## src/rom_image.hex

```
// ROM image, one hex nibble per line, address 0 first
2
4
3
F
6
A
8
8
8
5
A
3
0
8
D
3
1
3
1
9
8
A
2
E
0
3
7
0
7
3
4
4
A
4
0
9
3
8
2
2
2
9
9
F
3
1
D
0
0
8
2
E
F
A
9
8
E
C
4
E
6
C
8
9

```

## src/saturn_bus_pkg.sv

```systemverilog
// Saturn nibble bus definitions
package saturn_bus_pkg;

    localparam int PHASES       = 4;    // Clocks per bus tick.
    localparam int ADDR_NIBBLES = 5;    // Address nibbles after a load command.

    // Bus command codes. Codes above LOAD_DP are ignored by the devices.
    typedef enum logic [3:0] {
        PC_READ  = 4'h0,
        PC_WRITE = 4'h1,
        DP_READ  = 4'h2,
        DP_WRITE = 4'h3,
        LOAD_PC  = 4'h4,
        LOAD_DP  = 4'h5
    } bus_cmd_e;

    // One bus nibble, a command on a command tick or raw data otherwise.
    typedef union packed {
        bus_cmd_e   cmd;                // Valid when is_data is low.
        logic [3:0] data;               // Valid when is_data is high.
    } bus_nibble_u;

    // Word sent from the controller to every device.
    typedef struct packed {
        logic        is_data;           // Low marks a command tick.
        bus_nibble_u nib;
    } bus_word_t;

    // Read return of one device.
    typedef struct packed {
        logic       drive;              // Device owns the nibble.
        logic [3:0] nib;
    } dev_out_t;

    // Host request, nibble k of wdata goes to addr + k.
    typedef struct packed {
        logic        write;
        logic        use_dp;            // Transfer through DP, else PC.
        logic [19:0] addr;
        logic [3:0]  len;               // Nibble count minus one.
        logic [63:0] wdata;
    } host_req_t;

    // Host response, unused rdata nibbles are zero.
    typedef struct packed {
        logic [63:0] rdata;
        logic        hit;               // Some device drove a read nibble.
    } host_rsp_t;

endpackage

```

## src/saturn_bus_ptr.sv

```systemverilog
// Saturn bus pointer tracker
`timescale 1ns/10ps

module saturn_bus_ptr (
    input  logic                      i_clk,
    input  logic                      i_reset,
    input  logic                      i_bus_clk_en,
    input  saturn_bus_pkg::bus_word_t i_bus,
    output logic [19:0]               o_pc,
    output logic [19:0]               o_dp,
    output saturn_bus_pkg::bus_cmd_e  o_mode
);
    import saturn_bus_pkg::*;

    localparam logic [2:0] LAST_POS = 3'(ADDR_NIBBLES - 1);

    logic [2:0] addr_pos;               // Next address nibble slot.

    always_ff @(posedge i_clk) begin
        if (i_reset) begin
            o_pc     <= 20'h0;
            o_dp     <= 20'h0;
            o_mode   <= PC_READ;
            addr_pos <= 3'h0;
        end else if (i_bus_clk_en) begin
            if (!i_bus.is_data) begin
                case (i_bus.nib.cmd)
                    PC_READ, PC_WRITE, DP_READ, DP_WRITE: begin
                        o_mode <= i_bus.nib.cmd;
                    end
                    LOAD_PC, LOAD_DP: begin
                        o_mode   <= i_bus.nib.cmd;
                        addr_pos <= 3'h0;       // Restart the address.
                    end
                    default: begin
                    end
                endcase
            end else begin
                case (o_mode)
                    PC_READ, PC_WRITE: o_pc <= o_pc + 20'h1;
                    DP_READ, DP_WRITE: o_dp <= o_dp + 20'h1;
                    LOAD_PC: begin
                        o_pc[addr_pos*4 +: 4] <= i_bus.nib.data;  // LSN first.
                        addr_pos              <= addr_pos + 3'h1;
                        if (addr_pos == LAST_POS) begin
                            o_mode <= PC_READ;  // Auto switch.
                        end
                    end
                    LOAD_DP: begin
                        o_dp[addr_pos*4 +: 4] <= i_bus.nib.data;
                        addr_pos              <= addr_pos + 3'h1;
                        if (addr_pos == LAST_POS) begin
                            o_mode <= DP_READ;
                        end
                    end
                    default: begin
                    end
                endcase
            end
        end
    end

endmodule

```

## src/saturn_bus_rom.sv

```systemverilog
// Saturn bus ROM device
`timescale 1ns/10ps

module saturn_bus_rom #(
    parameter int ROM_ADDR_BITS = 6
) (
    input  logic                      i_clk,
    input  logic                      i_reset,
    input  logic                      i_bus_clk_en,
    input  saturn_bus_pkg::bus_word_t i_bus,
    output saturn_bus_pkg::dev_out_t  o_dev
);
    import saturn_bus_pkg::*;

    logic [3:0]  mem [0:(1 << ROM_ADDR_BITS) - 1];
    logic [19:0] pc;
    logic [19:0] dp;
    logic [19:0] ptr;
    bus_cmd_e    mode;
    logic        is_read;
    logic        in_window;
    logic        drive_q;
    logic [3:0]  nib_q;

    initial $readmemh("/design/src/rom_image.hex", mem);

    saturn_bus_ptr u_ptr (
        .i_clk        (i_clk),
        .i_reset      (i_reset),
        .i_bus_clk_en (i_bus_clk_en),
        .i_bus        (i_bus),
        .o_pc         (pc),
        .o_dp         (dp),
        .o_mode       (mode)
    );

    assign ptr       = (mode == DP_READ) ? dp : pc;
    assign is_read   = (mode == PC_READ) || (mode == DP_READ);
    assign in_window = (ptr[19:ROM_ADDR_BITS] == '0);    // Window starts at zero.

    always_ff @(posedge i_clk) begin
        if (i_reset) begin
            drive_q <= 1'b0;
        end else if (i_bus_clk_en) begin
            drive_q <= i_bus.is_data && is_read && in_window;
        end
    end

    always_ff @(posedge i_clk) begin
        if (i_bus_clk_en) begin
            nib_q <= mem[ptr[ROM_ADDR_BITS-1:0]];
        end
    end

    assign o_dev = {drive_q, nib_q};

endmodule

```

## src/saturn_bus_ram.sv

```systemverilog
// Saturn bus RAM device
`timescale 1ns/10ps

module saturn_bus_ram #(
    parameter int          RAM_ADDR_BITS = 6,
    parameter logic [19:0] RAM_BASE      = 20'h80000
) (
    input  logic                      i_clk,
    input  logic                      i_reset,
    input  logic                      i_bus_clk_en,
    input  saturn_bus_pkg::bus_word_t i_bus,
    output saturn_bus_pkg::dev_out_t  o_dev
);
    import saturn_bus_pkg::*;

    localparam int RAM_DEPTH = 1 << RAM_ADDR_BITS;

    logic [3:0]  mem [0:RAM_DEPTH-1];
    logic [19:0] pc;
    logic [19:0] dp;
    logic [19:0] ptr;
    logic [19:0] offset;
    bus_cmd_e    mode;
    logic        is_read;
    logic        is_write;
    logic        in_window;
    logic        drive_q;
    logic [3:0]  nib_q;

    saturn_bus_ptr u_ptr (
        .i_clk        (i_clk),
        .i_reset      (i_reset),
        .i_bus_clk_en (i_bus_clk_en),
        .i_bus        (i_bus),
        .o_pc         (pc),
        .o_dp         (dp),
        .o_mode       (mode)
    );

    assign ptr       = ((mode == DP_READ) || (mode == DP_WRITE)) ? dp : pc;
    assign is_read   = (mode == PC_READ) || (mode == DP_READ);
    assign is_write  = (mode == PC_WRITE) || (mode == DP_WRITE);
    assign offset    = ptr - RAM_BASE;                      // Wraps below the base.
    assign in_window = (offset[19:RAM_ADDR_BITS] == '0);

    always_ff @(posedge i_clk) begin
        if (i_reset) begin
            drive_q <= 1'b0;
            for (int i = 0; i < RAM_DEPTH; i++) begin
                mem[i] <= 4'h0;
            end
        end else if (i_bus_clk_en) begin
            drive_q <= i_bus.is_data && is_read && in_window;
            if (i_bus.is_data && is_write && in_window) begin
                mem[offset[RAM_ADDR_BITS-1:0]] <= i_bus.nib.data;
            end
        end
    end

    always_ff @(posedge i_clk) begin
        if (i_bus_clk_en) begin
            nib_q <= mem[offset[RAM_ADDR_BITS-1:0]];
        end
    end

    assign o_dev = {drive_q, nib_q};

endmodule

```

## src/saturn_bus_ctrl.sv

```systemverilog
// Saturn bus master sequencer
`timescale 1ns/10ps

module saturn_bus_ctrl (
    input  logic                      i_clk,
    input  logic                      i_reset,
    input  logic                      i_req_valid,
    input  saturn_bus_pkg::host_req_t i_req,
    input  saturn_bus_pkg::dev_out_t  i_rom_dev,
    input  saturn_bus_pkg::dev_out_t  i_ram_dev,
    output logic                      o_busy,
    output logic                      o_rsp_valid,
    output logic                      o_bus_clk_en,
    output saturn_bus_pkg::bus_word_t o_bus,
    output saturn_bus_pkg::host_rsp_t o_rsp
);
    import saturn_bus_pkg::*;

    localparam int                    PHASE_BITS = $clog2(PHASES);
    localparam logic [PHASE_BITS-1:0] LAST_PHASE = PHASE_BITS'(PHASES - 1);
    localparam logic [3:0]            LAST_ADDR  = 4'(ADDR_NIBBLES - 1);
    localparam bus_word_t             IDLE_WORD  = {1'b0, 4'hF};   // Unused command code.

    typedef enum logic [2:0] {IDLE, CMD, ADDR, WCMD, DATA, DONE} state_e;

    state_e                state;
    logic [PHASE_BITS-1:0] phase;
    logic [3:0]            cnt;             // Index of the nibble on the bus.
    logic [3:0]            next_cnt;
    logic [3:0]            addr_nib;
    logic [3:0]            wdata_nib;
    host_req_t             req_q;
    logic                  accept;
    logic                  sample_pend;     // Device return valid this clock.
    logic                  hit_acc;
    logic [63:0]           rdata_acc;
    logic [3:0]            merged_nib;
    logic                  merged_drive;

    function automatic bus_word_t cmd_word(input bus_cmd_e cmd);
        bus_word_t w;
        w.is_data = 1'b0;
        w.nib.cmd = cmd;
        return w;
    endfunction

    function automatic bus_word_t data_word(input logic [3:0] nib);
        bus_word_t w;
        w.is_data  = 1'b1;
        w.nib.data = nib;
        return w;
    endfunction

    assign accept       = i_req_valid && !o_busy;
    assign next_cnt     = cnt + 4'h1;
    assign addr_nib     = 4'(req_q.addr >> {next_cnt, 2'b00});
    assign wdata_nib    = 4'(req_q.wdata >> {next_cnt, 2'b00});
    assign merged_nib   = (i_rom_dev.drive ? i_rom_dev.nib : 4'h0) |
                          (i_ram_dev.drive ? i_ram_dev.nib : 4'h0);
    assign merged_drive = i_rom_dev.drive | i_ram_dev.drive;

    always_ff @(posedge i_clk) begin
        if (i_reset) begin
            phase        <= '0;
            o_bus_clk_en <= 1'b0;
        end else begin
            phase        <= (phase == LAST_PHASE) ? '0 : phase + 1'b1;
            o_bus_clk_en <= (phase == LAST_PHASE);  // One pulse per bus cycle.
        end
    end

    always_ff @(posedge i_clk) begin
        if (i_reset) begin
            state       <= IDLE;
            cnt         <= 4'h0;
            o_busy      <= 1'b0;
            o_rsp_valid <= 1'b0;
            o_bus       <= IDLE_WORD;
            sample_pend <= 1'b0;
            hit_acc     <= 1'b0;
        end else begin
            o_rsp_valid <= 1'b0;
            sample_pend <= 1'b0;
            if (accept) begin
                o_busy  <= 1'b1;
                hit_acc <= 1'b0;
            end
            if (sample_pend) begin
                hit_acc <= hit_acc | merged_drive;
            end
            case (state)
                IDLE: if (o_bus_clk_en && o_busy) begin
                    o_bus <= cmd_word(req_q.use_dp ? LOAD_DP : LOAD_PC);
                    state <= CMD;
                end
                CMD: if (o_bus_clk_en) begin
                    o_bus <= data_word(req_q.addr[3:0]);
                    cnt   <= 4'h0;
                    state <= ADDR;
                end
                ADDR: if (o_bus_clk_en) begin
                    if (cnt != LAST_ADDR) begin
                        o_bus <= data_word(addr_nib);
                        cnt   <= next_cnt;
                    end else if (req_q.write) begin
                        o_bus <= cmd_word(req_q.use_dp ? DP_WRITE : PC_WRITE);
                        state <= WCMD;
                    end else begin
                        o_bus <= data_word(4'h0);   // Devices drive the bus.
                        cnt   <= 4'h0;
                        state <= DATA;
                    end
                end
                WCMD: if (o_bus_clk_en) begin
                    o_bus <= data_word(req_q.wdata[3:0]);
                    cnt   <= 4'h0;
                    state <= DATA;
                end
                DATA: if (o_bus_clk_en) begin
                    sample_pend <= !req_q.write;
                    if (cnt == req_q.len) begin
                        o_bus <= IDLE_WORD;
                        state <= DONE;
                    end else begin
                        o_bus <= data_word(req_q.write ? wdata_nib : 4'h0);
                        cnt   <= next_cnt;
                    end
                end
                DONE: if (!sample_pend) begin
                    o_rsp_valid <= 1'b1;        // Last read nibble is in.
                    o_busy      <= 1'b0;
                    state       <= IDLE;
                end
                default: state <= IDLE;
            endcase
        end
    end

    always_ff @(posedge i_clk) begin
        if (accept) begin
            req_q     <= i_req;
            rdata_acc <= 64'h0;
        end else if (sample_pend) begin
            rdata_acc <= {merged_nib, rdata_acc[63:4]};   // Nibbles enter at the top.
        end
        if (state == DONE && !sample_pend) begin
            o_rsp.rdata <= rdata_acc >> {4'd15 - req_q.len, 2'b00};
            o_rsp.hit   <= hit_acc;
        end
    end

endmodule

```

## src/saturn_bus_top.sv

```systemverilog
// Saturn nibble bus subsystem
`timescale 1ns/10ps

module saturn_bus_top #(
    parameter int          ROM_ADDR_BITS = 6,
    parameter int          RAM_ADDR_BITS = 6,
    parameter logic [19:0] RAM_BASE      = 20'h80000
) (
    input  logic                      i_clk,
    input  logic                      i_reset,
    input  logic                      i_req_valid,
    input  saturn_bus_pkg::host_req_t i_req,
    output logic                      o_busy,
    output logic                      o_rsp_valid,
    output saturn_bus_pkg::host_rsp_t o_rsp
);
    import saturn_bus_pkg::*;

    logic      bus_clk_en;
    bus_word_t bus;                     // Shared by both devices.
    dev_out_t  rom_dev;
    dev_out_t  ram_dev;

    saturn_bus_ctrl u_ctrl (
        .i_clk        (i_clk),
        .i_reset      (i_reset),
        .i_req_valid  (i_req_valid),
        .i_req        (i_req),
        .i_rom_dev    (rom_dev),
        .i_ram_dev    (ram_dev),
        .o_busy       (o_busy),
        .o_rsp_valid  (o_rsp_valid),
        .o_bus_clk_en (bus_clk_en),
        .o_bus        (bus),
        .o_rsp        (o_rsp)
    );

    saturn_bus_rom #(
        .ROM_ADDR_BITS (ROM_ADDR_BITS)
    ) u_rom (
        .i_clk        (i_clk),
        .i_reset      (i_reset),
        .i_bus_clk_en (bus_clk_en),
        .i_bus        (bus),
        .o_dev        (rom_dev)
    );

    saturn_bus_ram #(
        .RAM_ADDR_BITS (RAM_ADDR_BITS),
        .RAM_BASE      (RAM_BASE)
    ) u_ram (
        .i_clk        (i_clk),
        .i_reset      (i_reset),
        .i_bus_clk_en (bus_clk_en),
        .i_bus        (bus),
        .o_dev        (ram_dev)
    );

endmodule

```

## config.mk

```make
export PLATFORM = sky130hd
export DESIGN_NAME = saturn_bus_top
export DESIGN_NICKNAME = d
export VERILOG_FILES = /design/src/saturn_bus_pkg.sv /design/src/saturn_bus_ptr.sv /design/src/saturn_bus_rom.sv /design/src/saturn_bus_ram.sv /design/src/saturn_bus_ctrl.sv /design/src/saturn_bus_top.sv
export SDC_FILE = /design/constraint.sdc
export NUM_CORES = 1
export LEC_CHECK = 0
export BUFFER_PORTS_ARGS = -buffer_cell sky130_fd_sc_hd__buf_2
export CORE_UTILIZATION = 45
export DETAILED_ROUTE_END_ITERATION = 10
export PLACE_DENSITY = 0.65
export SLEW_MARGIN = 20
export SYNTH_ARGS = -nofsm -noshare
export SYNTH_HDL_FRONTEND = slang
export SYNTH_HIERARCHICAL = 1
export SYNTH_SLANG_ARGS = --single-unit
export TNS_END_PERCENT = 5
```

## constraint.sdc

```tcl
create_clock -name i_clk -period 17.9 [get_ports i_clk]
set_input_delay 0 -clock i_clk [delete_from_list [all_inputs] [get_ports i_clk]]
set_output_delay 0 -clock i_clk [all_outputs]
set_load 0.02 [all_outputs]
```

==> flow_metrics.py <==
metrics = {
    "routing": {
        "drt_first_pass_iters": 8,
        "ant_nets": 0,
        "drtIter0Drc": 2336,
        "wl_per_cell_um": 20.8,
        "drc": 0,
        "wirelength_um": 78900,
        "routed-via-count": 22914,
        "vias_per_cell": 6.04,
    },
    "placed_design": {
        "hpwl_um": 50700,
        "dp_cells": 3579,
        "place_ws_ns": 14.19,
        "place.gp.congestion": 0.876,
        "io_buffers": 159,
    },
    "cells_and_area": {
        "syn_to_final_growth_pct": 15.0,
        "n_antenna_cell": 0,
        "drive_gt1_share_pct": 14.7,
        "instances_no_fill": 3793,
        "nets": 3003,
        "layout_commonest_cell": "nor2_1",
        "final_cell_mix": "nor2_1, edfxtp_1, nand2_1, dfxtp_1, buf_2",
    },
    "clock_tree": {
        "clock-sinks": 594,
        "post-cts-setup-buffers": 0,
        "cts_buffers": 67,
        "clk_pin_slew_ns": 0.06,
        "cts_hold_buf": 93,
        "cts.repair.resized": 0,
        "clockRootBuffer": "clkbuf_16",
        "cts_htree_levels": 3,
        "cts.path.max_buffers": 3,
        "tritoncts": "yes",
        "clkLatencyLatePin_ns": 0.62,
    },
    "setup_path": {
        "worstRegToRegCells": 6,
        "path_cells": "nor3b_4, buf_4, mux2_2, nand2_1, buf_4, o21bai_1",
        "critPathKind": "register to register",
        "slowest_stage": "mux2_2",
        "required_ns": 18.16,
        "max_stage_delay_ns": 0.79,
        "reg2reg_slack_ns": 14.11,
        "worst_path_most_repeated_cell": "buf_4",
        "cp-end-kind": "register",
        "critPathTopFamily": "simple AND/OR/NAND/NOR gates",
        "r2r_end": "u_ram/mem[60][0]",
        "cp.arrival_ns": 4.05,
        "crit_fanout": 33,
        "crit_buf_inv": 2,
        "worst_r2r_startpoint": "u_ram/u_ptr/o_mode[1]",
        "start_kind": "register",
    },
    "sta": {
        "fin_setup_tns_ns": 0,
        "setup_slack_ns": 14.11,
        "rsz0062_at_grt": "false",
        "slew_viol_final": 0,
        "slew_headroom_pct": 28.3,
        "hold_violations": 0,
        "max_slew.worst_pin.slew_ns": 1.07,
        "skew_ns": 0.0290,
        "period_share_pct": 21.2,
        "setup_violations": 0,
        "fmax_ghz": 0.264,
        "fin_crit_ns": 3.79,
    },
    "yosys": {
        "ys_ff_latch": 594,
        "async_flop_share_pct": 0,
        "synth.distinct_cells": 107,
        "yosys_most_used_dff": "edfxtp_1",
        "synth_edf_count": 415,
        "avgSynthCellArea_um2": 10.9,
        "synth_cells": 2732,
        "ys_seq_area_share_pct": 54.1,
        "synth_warnings": 6,
        "syn_area_mm2": 0.0297,
    },
    "global_route": {
        "grt_max_degree": 96,
        "antenna_found_initial": 0,
        "grt_pass1_wl_um": 123000,
        "track_usage_pct": 23.2,
        "overflow": 0,
        "grt_pass1_vias": 21849,
    },
    "pwr": {
        "p_switching_mw": 0.663,
        "leakage_nw": 11.4,
        "clkPwrFrac_pct": 45.3,
        "sequentialPowerShare_pct": 50.4,
        "p_per_area_mw_per_mm2": 88.2,
        "comb_power_share_pct": 4.2,
        "p_sw_share_pct": 22.0,
        "peakVddDrop_uv": 55.0,
        "p_int_mw": 2.35,
    },
    "floorplan": {
        "start_util_pct": 45.8,
        "core.rowCount": 93,
        "fp.dieW_um": 259,
        "die_h_um": 259,
        "io_pins": 160,
        "core_area_mm2": 0.0648,
        "die_area_mm2": 0.0670,
    },
    "worst_hold_path": {
        "hold_path_depth": 2,
        "hold_path_end": "u_ctrl/req_q[19]",
        "worstHoldPathType": "primary input to register",
        "hold_start": "i_req[19]",
    },
    "job": {
        "maxCapViolations": 0,
    },
    "outcome": {
        "status": "complete, no violations",
    },
}
-- power by group through the flow --
stage                     Clock, mW  Combinational (mW)  Sequential (mW)
final                          1.36               0.128             1.52
after floorplan                   0              0.0723             1.54
after detailed placement          0               0.110             1.55
after global routing           1.44               0.137             1.52
after CTS                      1.39               0.127             1.52
after global placement            0               0.108             1.55
-- cell usage after synthesis (40+ instances only) --
cell type | instances | area, µm²
a21oi_1 | 117 | 586
a221oi_1 | 40 | 350
a22o_1 | 49 | 429
a22oi_1 | 82 | 616
a31oi_1 | 49 | 307
buf_2 | 64 | 320
clkbuf_1 | 105 | 394
dfxtp_1 | 179 | 3580
edfxtp_1 | 415 | 12500
mux2i_1 | 152 | 1520
nand2_1 | 178 | 668
nand3_1 | 75 | 375
nor2_1 | 439 | 1650
nor3_1 | 56 | 280
o21ai_0 | 102 | 510
o21bai_1 | 66 | 495
-- how the worst max path moves through the flow --
| stage | from | end | depth (start not counted) |
|---|---|---|---|
| 6_report | u_ram/u_ptr/o_mode[1] | u_ram/mem[60][0] | 6 |
| 3_3_place_gp | u_ram/u_ptr/o_mode[1] | u_ram/mem[20][0] | 6 |
| 2_1_floorplan | u_ctrl/state[0] | u_ctrl/o_rsp[0] | 3 |
| 4_1_cts | u_ram/u_ptr/o_mode[1] | u_ram/mem[60][3] | 6 |
| 5_1_grt | u_ram/u_ptr/o_mode[1] | u_ram/mem[20][3] | 6 |
| 3_5_place_dp | u_ram/u_ptr/o_mode[1] | u_ram/mem[20][1] | 6 |
-- state kept, by name (all words and copies together) (netlist names), 2 cells and up --
register              cells
u_rom/u_ptr/o_pc         20
u_ctrl/phase              2
u_ctrl/cnt                4
u_ctrl/req_q             90
u_ram/u_ptr/o_mode        4
u_ram/u_ptr/o_pc         20
u_ram/mem               256
u_rom/u_ptr/o_mode        4
u_ram/u_ptr/o_dp         20
u_rom/u_ptr/o_dp         20
u_rom/u_ptr/addr_pos      3
u_ram/nib_q               4
u_ram/u_ptr/addr_pos      3
u_ctrl/o_rsp             65
u_ctrl/state              3
u_ctrl/rdata_acc         64
u_ctrl/o_bus              5
-- cells by family (layout without fill, tap and decap cells) --
kind of cell / after synthesis / count (layout) / synth area share, %
other: 1 / 4 / 0.0126
DFF: 594 / 594 / 54.1
and+or+nand+nor: 981 / 981 / 16.0
muxes: 217 / 217 / 8.91
adders and majority gates: 23 / 23 / 0.970
AOI/OAI and AO/OA: 666 / 666 / 16.0
buffers and inverters: 236 / 439 / 3.63
xor gates and xnor gates: 14 / 14 / 0.413
-- area by class of cell --
type                       instances  area, µm²
fill                            5582      30700
sequential                       594      16000
multi-input combinational       1905      12700
timing repair buffer             290       2040
clock buffer                      83       1810
tap                              855       1070
clock inverter                    37        384
inverter                          29        109
-- metal layers --
metal  wire length (µm)  global-route usage (%)
met2              38500                    38.9
met1              33000                    30.8
met5                  0                       0
met3               5490                    3.91
met4               1830                    6.48
-- worst register-to-register path: cells and delay by family, from the launching register on --
family | cells | cell delay (ns)
flip-flops | 1 | 0.62
multiplexers | 1 | 0.80
AO/OA/AOI/OAI | 1 | 0.37
AND/OR/NAND/NOR | 2 | 0.89
buffers and inverters | 2 | 0.77
-- stage by stage --
step,hold WS [ns],util (%),area (µm²),power [mW]
floorplan,0.0989,-,29700,1.61
detailed placement,0.178,47.8,31000,1.66
global placement,0.176,47.8,31000,1.65
CTS,0.0493,52.6,34100,3.03
finish,0.0812,52.6,34100,3.01
global route,0.0747,52.6,34100,3.10
Power figures use the tool's default switching activity.
